<file path="src/rv32i_types_pkg.sv">
package rv32i_types_pkg;

    typedef logic [31:0] word_t;
    typedef logic [4:0]  reg_idx_t;

    // Major opcodes of the supported RV32I subset
    typedef enum logic [6:0] {
        OPC_OP     = 7'b0110011,
        OPC_OP_IMM = 7'b0010011,
        OPC_LUI    = 7'b0110111,
        OPC_AUIPC  = 7'b0010111,
        OPC_JAL    = 7'b1101111,
        OPC_JALR   = 7'b1100111,
        OPC_BRANCH = 7'b1100011,
        OPC_LOAD   = 7'b0000011,
        OPC_STORE  = 7'b0100011
    } opcode_t;

    typedef struct packed {
        logic [6:0] funct7;
        reg_idx_t   rs2;
        reg_idx_t   rs1;
        logic [2:0] funct3;
        reg_idx_t   rd;
        opcode_t    opcode;
    } r_fmt_t;

    typedef struct packed {
        logic [11:0] imm;
        reg_idx_t    rs1;
        logic [2:0]  funct3;
        reg_idx_t    rd;
        opcode_t     opcode;
    } i_fmt_t;

    typedef struct packed {
        logic [6:0] imm_hi;
        reg_idx_t   rs2;
        reg_idx_t   rs1;
        logic [2:0] funct3;
        logic [4:0] imm_lo;
        opcode_t    opcode;
    } s_fmt_t;

    // Branch offset bits are scattered, bit 0 is implied zero
    typedef struct packed {
        logic       imm12;
        logic [5:0] imm10_5;
        reg_idx_t   rs2;
        reg_idx_t   rs1;
        logic [2:0] funct3;
        logic [3:0] imm4_1;
        logic       imm11;
        opcode_t    opcode;
    } b_fmt_t;

    typedef struct packed {
        logic [19:0] imm31_12;
        reg_idx_t    rd;
        opcode_t     opcode;
    } u_fmt_t;

    typedef struct packed {
        logic       imm20;
        logic [9:0] imm10_1;
        logic       imm11;
        logic [7:0] imm19_12;
        reg_idx_t   rd;
        opcode_t    opcode;
    } j_fmt_t;

    // One fetched word, viewed in every encoding format
    typedef union packed {
        r_fmt_t r_fmt;
        i_fmt_t i_fmt;
        s_fmt_t s_fmt;
        b_fmt_t b_fmt;
        u_fmt_t u_fmt;
        j_fmt_t j_fmt;
    } instr_t;

endpackage

</file>
<file path="src/core_ctrl_pkg.sv">
package core_ctrl_pkg;

    typedef enum logic [3:0] {
        ALU_ADD,
        ALU_SUB,
        ALU_SLL,
        ALU_SLT,
        ALU_SLTU,
        ALU_XOR,
        ALU_SRL,
        ALU_SRA,
        ALU_OR,
        ALU_AND
    } alu_op_t;

    typedef enum logic {
        OPA_RS1,
        OPA_PC
    } op_a_sel_t;

    typedef enum logic {
        OPB_RS2,
        OPB_IMM
    } op_b_sel_t;

    typedef enum logic [1:0] {
        WB_ALU,
        WB_LOAD,
        WB_PC4,
        WB_NONE
    } wb_sel_t;

    // Control word produced by decode
    typedef struct packed {
        rv32i_types_pkg::word_t    pc;
        rv32i_types_pkg::word_t    imm;
        rv32i_types_pkg::reg_idx_t rs1;
        rv32i_types_pkg::reg_idx_t rs2;
        rv32i_types_pkg::reg_idx_t rd;
        alu_op_t                   alu_op;
        op_a_sel_t                 op_a_sel;
        op_b_sel_t                 op_b_sel;
        wb_sel_t                   wb_sel;
        logic                      is_branch;
        logic                      is_jal;
        logic                      is_jalr;
        logic                      mem_read;
        logic                      mem_write;
        // Compare kind for branches, access width for loads and stores
        logic [2:0]                funct3;
    } decoded_t;

    typedef struct packed {
        logic                   valid;
        decoded_t               dec;
        rv32i_types_pkg::word_t rs1_val;
        rv32i_types_pkg::word_t rs2_val;
    } exec_t;

    typedef struct packed {
        logic                      we;
        rv32i_types_pkg::reg_idx_t rd;
        rv32i_types_pkg::word_t    data;
    } wb_t;

    typedef struct packed {
        logic                   valid;
        rv32i_types_pkg::word_t target;
    } redirect_t;

    typedef struct packed {
        rv32i_types_pkg::word_t addr;
        rv32i_types_pkg::word_t wdata;
        logic [3:0]             byte_en;
        logic                   we;
        logic                   re;
    } dmem_req_t;

endpackage

</file>
<file path="src/inst_decoder.sv">
`timescale 1ns/10ps

module inst_decoder #(
    parameter rv32i_types_pkg::word_t RESET_PC = 32'h0000_0000
) (
    input  logic                      clk,
    input  logic                      i_reset,
    input  rv32i_types_pkg::word_t    i_imem_rdata,
    input  core_ctrl_pkg::redirect_t  i_redirect,
    output rv32i_types_pkg::word_t    o_imem_addr,
    output core_ctrl_pkg::decoded_t   o_dec
);
    import rv32i_types_pkg::*;
    import core_ctrl_pkg::*;

    instr_t  instr;
    opcode_t opcode;
    word_t   pc;
    word_t   imm_i;
    word_t   imm_s;
    word_t   imm_b;
    word_t   imm_u;
    word_t   imm_j;
    alu_op_t arith_op;

    assign instr       = i_imem_rdata;
    assign opcode      = instr.r_fmt.opcode;
    assign o_imem_addr = pc;

    // PC steps by 4 unless execute resolves a taken branch or jump
    always_ff @(posedge clk) begin
        if (i_reset) begin
            pc <= RESET_PC;
        end else if (i_redirect.valid) begin
            pc <= i_redirect.target;
        end else begin
            pc <= pc + 32'd4;
        end
    end

    // Immediates, sign extended from bit 31
    assign imm_i = {{20{instr.i_fmt.imm[11]}}, instr.i_fmt.imm};
    assign imm_s = {{20{instr.s_fmt.imm_hi[6]}}, instr.s_fmt.imm_hi, instr.s_fmt.imm_lo};
    assign imm_b = {{19{instr.b_fmt.imm12}}, instr.b_fmt.imm12, instr.b_fmt.imm11,
                    instr.b_fmt.imm10_5, instr.b_fmt.imm4_1, 1'b0};
    assign imm_u = {instr.u_fmt.imm31_12, 12'h000};
    assign imm_j = {{11{instr.j_fmt.imm20}}, instr.j_fmt.imm20, instr.j_fmt.imm19_12,
                    instr.j_fmt.imm11, instr.j_fmt.imm10_1, 1'b0};

    // funct7 bit 5 picks SUB and SRA; for OP_IMM it is imm bit 10
    always_comb begin
        unique case (instr.r_fmt.funct3)
            3'b000: arith_op = (opcode == OPC_OP && instr.r_fmt.funct7[5]) ? ALU_SUB : ALU_ADD;
            3'b001: arith_op = ALU_SLL;
            3'b010: arith_op = ALU_SLT;
            3'b011: arith_op = ALU_SLTU;
            3'b100: arith_op = ALU_XOR;
            3'b101: arith_op = instr.r_fmt.funct7[5] ? ALU_SRA : ALU_SRL;
            3'b110: arith_op = ALU_OR;
            3'b111: arith_op = ALU_AND;
        endcase
    end

    always_comb begin
        o_dec.pc        = pc;
        o_dec.imm       = imm_i;
        o_dec.rs1       = instr.r_fmt.rs1;
        o_dec.rs2       = instr.r_fmt.rs2;
        o_dec.rd        = instr.r_fmt.rd;
        o_dec.funct3    = instr.r_fmt.funct3;
        o_dec.alu_op    = ALU_ADD;
        o_dec.op_a_sel  = OPA_RS1;
        o_dec.op_b_sel  = OPB_IMM;
        o_dec.wb_sel    = WB_NONE;
        o_dec.is_branch = 1'b0;
        o_dec.is_jal    = 1'b0;
        o_dec.is_jalr   = 1'b0;
        o_dec.mem_read  = 1'b0;
        o_dec.mem_write = 1'b0;

        unique case (opcode)
            OPC_OP: begin
                o_dec.alu_op   = arith_op;
                o_dec.op_b_sel = OPB_RS2;
                o_dec.wb_sel   = WB_ALU;
            end
            OPC_OP_IMM: begin
                o_dec.alu_op = arith_op;
                o_dec.wb_sel = WB_ALU;
            end
            OPC_LUI: begin
                // x0 plus the upper immediate
                o_dec.imm    = imm_u;
                o_dec.rs1    = '0;
                o_dec.wb_sel = WB_ALU;
            end
            OPC_AUIPC: begin
                o_dec.imm      = imm_u;
                o_dec.op_a_sel = OPA_PC;
                o_dec.wb_sel   = WB_ALU;
            end
            OPC_JAL: begin
                o_dec.imm    = imm_j;
                o_dec.is_jal = 1'b1;
                o_dec.wb_sel = WB_PC4;
            end
            OPC_JALR: begin
                o_dec.is_jalr = 1'b1;
                o_dec.wb_sel  = WB_PC4;
            end
            OPC_BRANCH: begin
                o_dec.imm       = imm_b;
                o_dec.is_branch = 1'b1;
            end
            OPC_LOAD: begin
                o_dec.mem_read = 1'b1;
                o_dec.wb_sel   = WB_LOAD;
            end
            OPC_STORE: begin
                o_dec.imm       = imm_s;
                o_dec.mem_write = 1'b1;
            end
            default: begin
                // Unsupported word decodes as a no-op
                o_dec.wb_sel = WB_NONE;
            end
        endcase
    end

    // Wrong-path fetch during a redirect is discarded downstream
    a_opcode_supported: assert property (@(posedge clk) disable iff (i_reset)
        !i_redirect.valid |-> opcode inside {OPC_OP, OPC_OP_IMM, OPC_LUI, OPC_AUIPC,
                                             OPC_JAL, OPC_JALR, OPC_BRANCH, OPC_LOAD,
                                             OPC_STORE})
        else $fatal(1, "%0t Unsupported opcode %b at pc %h", $time, opcode, pc);

endmodule

</file>
<file path="src/operand_stage.sv">
`timescale 1ns/10ps

module operand_stage (
    input  logic                     clk,
    input  logic                     i_reset,
    input  core_ctrl_pkg::decoded_t  i_dec,
    input  core_ctrl_pkg::wb_t       i_wb,
    input  core_ctrl_pkg::redirect_t i_redirect,
    output core_ctrl_pkg::exec_t     o_exec
);
    import rv32i_types_pkg::*;
    import core_ctrl_pkg::*;

    // x0 has no storage
    word_t regs [31:1];
    word_t rs1_val;
    word_t rs2_val;

    // Writeback of the instruction in execute is visible in the same cycle
    function automatic word_t read_operand(input reg_idx_t idx);
        word_t val;
        if (idx == '0) begin
            val = '0;
        end else if (i_wb.we && i_wb.rd == idx) begin
            val = i_wb.data;
        end else begin
            val = regs[idx];
        end
        return val;
    endfunction

    always_ff @(posedge clk) begin
        if (i_reset) begin
            for (int i = 1; i < 32; i++) begin
                regs[i] <= '0;
            end
        end else if (i_wb.we && i_wb.rd != '0) begin
            regs[i_wb.rd] <= i_wb.data;
        end
    end

    always_comb begin
        rs1_val = read_operand(i_dec.rs1);
        rs2_val = read_operand(i_dec.rs2);
    end

    // Decode-to-execute register
    always_ff @(posedge clk) begin
        o_exec.dec     <= i_dec;
        o_exec.rs1_val <= rs1_val;
        o_exec.rs2_val <= rs2_val;
        // Wrong-path instruction becomes a bubble
        if (i_reset || i_redirect.valid) begin
            o_exec.valid <= 1'b0;
        end else begin
            o_exec.valid <= 1'b1;
        end
    end

    a_x0_reads_zero: assert property (@(posedge clk) disable iff (i_reset)
        (o_exec.valid && o_exec.dec.rs1 == '0) |-> (o_exec.rs1_val == '0))
        else $fatal(1, "%0t Nonzero value carried for rs1 = x0", $time);

endmodule

</file>
<file path="src/execute_stage.sv">
`timescale 1ns/10ps

module execute_stage (
    input  core_ctrl_pkg::exec_t      i_exec,
    input  rv32i_types_pkg::word_t    i_dmem_rdata,
    output core_ctrl_pkg::dmem_req_t  o_dmem,
    output core_ctrl_pkg::wb_t        o_wb,
    output core_ctrl_pkg::redirect_t  o_redirect
);
    import rv32i_types_pkg::*;
    import core_ctrl_pkg::*;

    word_t      op_a;
    word_t      op_b;
    word_t      alu_res;
    word_t      pc_plus4;
    word_t      load_word;
    word_t      load_val;
    logic [1:0] lane;
    logic       br_eq;
    logic       br_lt;
    logic       br_ltu;
    logic       taken;

    always_comb begin
        unique case (i_exec.dec.op_a_sel)
            OPA_RS1: op_a = i_exec.rs1_val;
            OPA_PC:  op_a = i_exec.dec.pc;
        endcase
        unique case (i_exec.dec.op_b_sel)
            OPB_RS2: op_b = i_exec.rs2_val;
            OPB_IMM: op_b = i_exec.dec.imm;
        endcase
    end

    always_comb begin
        unique case (i_exec.dec.alu_op)
            ALU_ADD:  alu_res = op_a + op_b;
            ALU_SUB:  alu_res = op_a - op_b;
            ALU_SLL:  alu_res = op_a << op_b[4:0];
            ALU_SLT:  alu_res = {31'b0, $signed(op_a) < $signed(op_b)};
            ALU_SLTU: alu_res = {31'b0, op_a < op_b};
            ALU_XOR:  alu_res = op_a ^ op_b;
            ALU_SRL:  alu_res = op_a >> op_b[4:0];
            ALU_SRA:  alu_res = word_t'($signed(op_a) >>> op_b[4:0]);
            ALU_OR:   alu_res = op_a | op_b;
            ALU_AND:  alu_res = op_a & op_b;
            default:  alu_res = '0;
        endcase
    end

    // Branch compare always on rs1 and rs2
    assign br_eq  = (i_exec.rs1_val == i_exec.rs2_val);
    assign br_lt  = ($signed(i_exec.rs1_val) < $signed(i_exec.rs2_val));
    assign br_ltu = (i_exec.rs1_val < i_exec.rs2_val);

    always_comb begin
        unique case (i_exec.dec.funct3)
            3'b000:  taken = br_eq;
            3'b001:  taken = !br_eq;
            3'b100:  taken = br_lt;
            3'b101:  taken = !br_lt;
            3'b110:  taken = br_ltu;
            3'b111:  taken = !br_ltu;
            default: taken = 1'b0;
        endcase
    end

    assign o_redirect.valid = i_exec.valid &&
                              ((i_exec.dec.is_branch && taken) ||
                               i_exec.dec.is_jal || i_exec.dec.is_jalr);
    // JALR target comes through the ALU sum with bit 0 dropped
    assign o_redirect.target = i_exec.dec.is_jalr ? {alu_res[31:1], 1'b0}
                                                  : i_exec.dec.pc + i_exec.dec.imm;

    // Data memory sees the word address, lane picked by the low bits
    assign lane          = alu_res[1:0];
    assign o_dmem.addr   = {alu_res[31:2], 2'b00};
    assign o_dmem.we     = i_exec.valid && i_exec.dec.mem_write;
    assign o_dmem.re     = i_exec.valid && i_exec.dec.mem_read;
    assign o_dmem.wdata  = i_exec.rs2_val << {lane, 3'b000};

    always_comb begin
        unique case (i_exec.dec.funct3[1:0])
            2'b00:   o_dmem.byte_en = 4'b0001 << lane;
            2'b01:   o_dmem.byte_en = 4'b0011 << {lane[1], 1'b0};
            default: o_dmem.byte_en = 4'b1111;
        endcase
    end

    assign load_word = i_dmem_rdata >> {lane, 3'b000};

    always_comb begin
        unique case (i_exec.dec.funct3)
            3'b000:  load_val = {{24{load_word[7]}}, load_word[7:0]};
            3'b001:  load_val = {{16{load_word[15]}}, load_word[15:0]};
            3'b100:  load_val = {24'b0, load_word[7:0]};
            3'b101:  load_val = {16'b0, load_word[15:0]};
            default: load_val = load_word;
        endcase
    end

    assign pc_plus4 = i_exec.dec.pc + 32'd4;

    assign o_wb.we = i_exec.valid && (i_exec.dec.wb_sel != WB_NONE);
    assign o_wb.rd = i_exec.dec.rd;

    always_comb begin
        unique case (i_exec.dec.wb_sel)
            WB_ALU:  o_wb.data = alu_res;
            WB_LOAD: o_wb.data = load_val;
            WB_PC4:  o_wb.data = pc_plus4;
            WB_NONE: o_wb.data = alu_res;
        endcase
    end

    // No clock here, so these are checked once the cycle settles
    a_no_read_write: assert final (!(o_dmem.we === 1'b1 && o_dmem.re === 1'b1))
        else $fatal(1, "%0t Data memory read and write in one cycle", $time);

    a_target_aligned: assert final (o_redirect.valid !== 1'b1 ||
                                    o_redirect.target[1:0] === 2'b00)
        else $fatal(1, "%0t Misaligned jump target %h", $time, o_redirect.target);

endmodule

</file>
<file path="src/rv32i_core.sv">
`timescale 1ns/10ps

module rv32i_core #(
    parameter rv32i_types_pkg::word_t RESET_PC = 32'h0000_0000
) (
    input  logic                     clk,
    input  logic                     i_reset,
    output rv32i_types_pkg::word_t   o_imem_addr,
    input  rv32i_types_pkg::word_t   i_imem_rdata,
    output core_ctrl_pkg::dmem_req_t o_dmem,
    input  rv32i_types_pkg::word_t   i_dmem_rdata
);
    import core_ctrl_pkg::*;

    decoded_t  dec;
    exec_t     exec;
    wb_t       wb;
    redirect_t redirect;

    inst_decoder #(
        .RESET_PC(RESET_PC)
    ) i_inst_decoder (
        .clk          (clk),
        .i_reset      (i_reset),
        .i_imem_rdata (i_imem_rdata),
        .i_redirect   (redirect),
        .o_imem_addr  (o_imem_addr),
        .o_dec        (dec)
    );

    operand_stage i_operand_stage (
        .clk        (clk),
        .i_reset    (i_reset),
        .i_dec      (dec),
        .i_wb       (wb),
        .i_redirect (redirect),
        .o_exec     (exec)
    );

    execute_stage i_execute_stage (
        .i_exec       (exec),
        .i_dmem_rdata (i_dmem_rdata),
        .o_dmem       (o_dmem),
        .o_wb         (wb),
        .o_redirect   (redirect)
    );

endmodule

</file>
<file path="config.mk">
export PLATFORM = sky130hd
export DESIGN_NAME = rv32i_core
export DESIGN_NICKNAME = d
export VERILOG_FILES = /design/src/rv32i_types_pkg.sv /design/src/core_ctrl_pkg.sv /design/src/inst_decoder.sv /design/src/operand_stage.sv /design/src/execute_stage.sv /design/src/rv32i_core.sv
export SDC_FILE = /design/constraint.sdc
export NUM_CORES = 2
export LEC_CHECK = 0
export BUFFER_PORTS_ARGS = -buffer_cell sky130_fd_sc_hd__clkbuf_2
export CAP_MARGIN = 20
export CORE_MARGIN = 4
export CORE_UTILIZATION = 24
export CTS_CLUSTER_SIZE = 40
export DETAILED_ROUTE_END_ITERATION = 10
export SLEW_MARGIN = 25
export SYNTH_ARGS = -nofsm -noshare
export SYNTH_HDL_FRONTEND = slang
export SYNTH_SLANG_ARGS = --single-unit
</file>
<file path="constraint.sdc">
create_clock -name clk -period 16.59 [get_ports clk]
set_input_delay 3.318 -clock clk [delete_from_list [all_inputs] [get_ports clk]]
set_output_delay 3.318 -clock clk [all_outputs]
set_load 0.03 [all_outputs]
</file>
==> results.json <==
{
  "outcome": "completed",
  "ir_worst_vdd_uv": 103.2,
  "synth_ff_type": "edfxtp_1",
  "fin_hold_ws_ns": 0.3923,
  "ys_ff_latch": 1206,
  "drtAntennaViolNets": 0,
  "gp_congestion": 1.032,
  "worstPathArrival_ns": 7.16,
  "rr_worst_depth": 16,
  "grt_pass1_wl_mm": 479.8,
  "fin_util": 0.2737,
  "critPathKind": "register to output port",
  "max-clock-path-buffers": 3,
  "post_cts_buffers": 0,
  "p_leak_nw": 30.21,
  "post_dp_cell_area_um2": 77860,
  "switching_share": 0.3629,
  "io_buffers": 165,
  "rsz0062_at_grt": "false",
  "netlist_top_cells_count": "nor2_1, edfxtp_1, nand2_1, clkbuf_1, mux4_2",
  "pre_cts_slack_ns": 7.142,
  "initialDrtViolationCount": 10240,
  "holdBufCountCts": 0,
  "drc": 0,
  "hp-class": "register to register",
  "fin_ws_ns": 6.112,
  "p_comb_frac": 0.268,
  "cts_resized": 0,
  "cts_tree": "built",
  "power_frac_seq": 0.399,
  "dieArea_um2": 311400,
  "worstSkewPairLatency_ns": 0.81,
  "critPathMaxFanout": 57,
  "async_flop_share": 0,
  "power_density_nw_per_um2": 108.3,
  "placedCellCount": 10560,
  "vias": 62170,
  "vias_per_cell": 5.745,
  "grt.total_usage": 0.2172,
  "maxCapViolCount": 0,
  "synth_cell_type_count": 91,
  "syn_area_um2": 72620,
  "layout-drive-gt1-share": 0.1593,
  "slew_headroom": 0.1378,
  "setup_viol": 0,
  "grt_pass1_vias": 58780,
  "cts-buffers-inserted": 131,
  "cts.sinks": 1206,
  "yosysMostFrequentCell": "nor2_1",
  "synth_warnings": 0,
  "die_w_um": 558.1,
  "timing.final.crit_share": 0.6316,
  "antenna_found_initial": 31,
  "initial_core_util": 0.2416,
  "syn_avg_cell_area_um2": 10.56,
  "worst_setup_path_end_kind": "output port",
  "die_h_um": 558.1,
  "finalNonFillerCells": 10820,
  "cts.htree.levels": 4,
  "timing.final.max_slew_violations": 0,
  "netlist.area_leader.share": 0.4234,
  "worst_ep_required_time_ns": 13.27,
  "overflow": 0,
  "clk_pin_slew_ns": 0.06,
  "area_delta_synth_final_pct": 13.28,
  "max_freq_ghz": 0.09543,
  "dp.final_hpwl_mm": 245.4,
  "syn_inst": 6875,
  "design_area_um2": 82260,
  "yosysSeqAreaShare": 0.4736,
  "grt_max_degree": 134,
  "power_mw": 8.910,
  "power_switching_mw": 3.233,
  "core_um2": 300500,
  "power_frac_clock": 0.333,
  "finalHoldViolCount": 0,
  "final.setup.tns_ns": 0,
  "yosys-top-cells-area": "edfxtp_1, mux4_2, nor2_1",
  "yosysTopAreaCell": "edfxtp_1",
  "root_buffer": "clkbuf_16",
  "p_int_mw": 5.677,
  "holdPathStages": 0,
  "worst_setup_path_start_kind": "register",
  "post_drt_wl_per_cell_um": 32.53,
  "timing_worst_slew_pin_value_ns": 1.280,
  "period_minus_slack_ns": 10.48,
  "rows": 201,
  "io_pins": 168,
  "first_pass_iters": 8,
  "synth_edf_count": 1024,
  "drt-total-wl_mm": 352.1,
  "fin_skew_ns": 0.08091,
  "nNetsFinal": 6975,
  "fillers": 31210
}
cells in the final DEF, fill, tap and decap left out, types with 49 or more instances in the layout:
master,netlist,layout
a211oi_1,110,103
a21o_1,74,74
a21oi_1,206,204
a31oi_1,148,148
buf_4,50,217
clkbuf_16,0,135
clkbuf_2,0,160
dfxtp_1,182,179
edfxtp_1,1024,1024
ha_1,165,165
inv_1,172,172
mux2i_1,317,315
mux4_2,331,331
nand2_1,545,503
nand3_1,81,81
nor2_1,1326,1322
nor2b_1,49,49
nor3_1,69,65
o211ai_1,136,136
o21ai_0,198,197
o221ai_1,269,267
xnor2_1,69,69
critical path, cell delays in order, from the launching register on:
cell,delay (ns)
dfxtp_2,0.43
buf_4,0.51
mux2i_1,0.79
inv_1,0.38
ha_1,0.34
a21oi_1,0.21
o31ai_1,0.11
a211oi_1,0.88
o2111ai_1,0.55
and3_1,0.42
nand2_2,0.26
buf_4,0.53
nor2_1,0.08
a21oi_1,0.47
a21oi_1,0.18
clkbuf_2,0.22
power groups by stage:
stage	Sequential [mW]	Clock, mW	Combinational, mW
after floorplan	3.53	0	1.35
after global placement	3.60	0	2.29
after detailed placement	3.61	0	2.29
after CTS	3.54	2.98	2.30
after global routing	3.56	3.11	2.46
final	3.55	2.97	2.39
final timing paths:
check	from	end	slack, ns
worst max-delay path	i_operand_stage.o_exec[75]$_DFF_P_	o_dmem[30]	6.11
worst min-delay path	i_inst_decoder.o_imem_addr[19]$_SDFF_PP0_	i_operand_stage.o_exec[146]$_DFF_P_	0.39
worst max register to register	i_operand_stage.o_exec[75]$_DFF_P_	i_operand_stage.o_exec[5]$_SDFF_PN0_	8.88
worst min register to register	i_inst_decoder.o_imem_addr[19]$_SDFF_PP0_	i_operand_stage.o_exec[146]$_DFF_P_	0.39
routing by layer:
| layer | track usage | vias to the layer above | part of all wire |
|---|---|---|---|
| li1 | - | 25600 | - |
| met1 | 0.2843 | 31210 | 0.38 |
| met2 | 0.3262 | 4584 | 0.43 |
| met3 | 0.05640 | 776 | 0.12 |
| met4 | 0.1195 | 4 | 0.066 |
| met5 | 0 | - | 0.000077 |
state kept, by name (all words and copies together), names as in the netlist:
name and flops:
i_inst_decoder.o_imem_addr 32, i_operand_stage.o_exec 150, i_operand_stage.regs 1024
cell type report:
class	count	area, µm²	area share
Antenna cell	20	50.05	0.0006084
Tap cell	3958	4952	0.06020
Sequential cell	1206	34400	0.4181
Inverter	185	696.9	0.008472
Clock buffer	158	3485	0.04236
Multi-Input combinational cell	4831	35310	0.4292
Clock inverter	78	775.7	0.009430
Timing Repair Buffer	386	2597	0.03158
cells by family after synthesis:
| logic type | count (synthesis) | share of synthesized area |
|---|---|---|
| buf+inv | 871 | 0.04933 |
| flops | 1206 | 0.4736 |
| mux | 675 | 0.1508 |
| other cells | 1 | 0.00005164 |
| xor+xnor | 106 | 0.01278 |
| compound gates | 1522 | 0.1498 |
| simple gates | 2326 | 0.1345 |
| fa+ha+maj | 168 | 0.02926 |
Note: power is estimated with default switching activity, not from simulation.
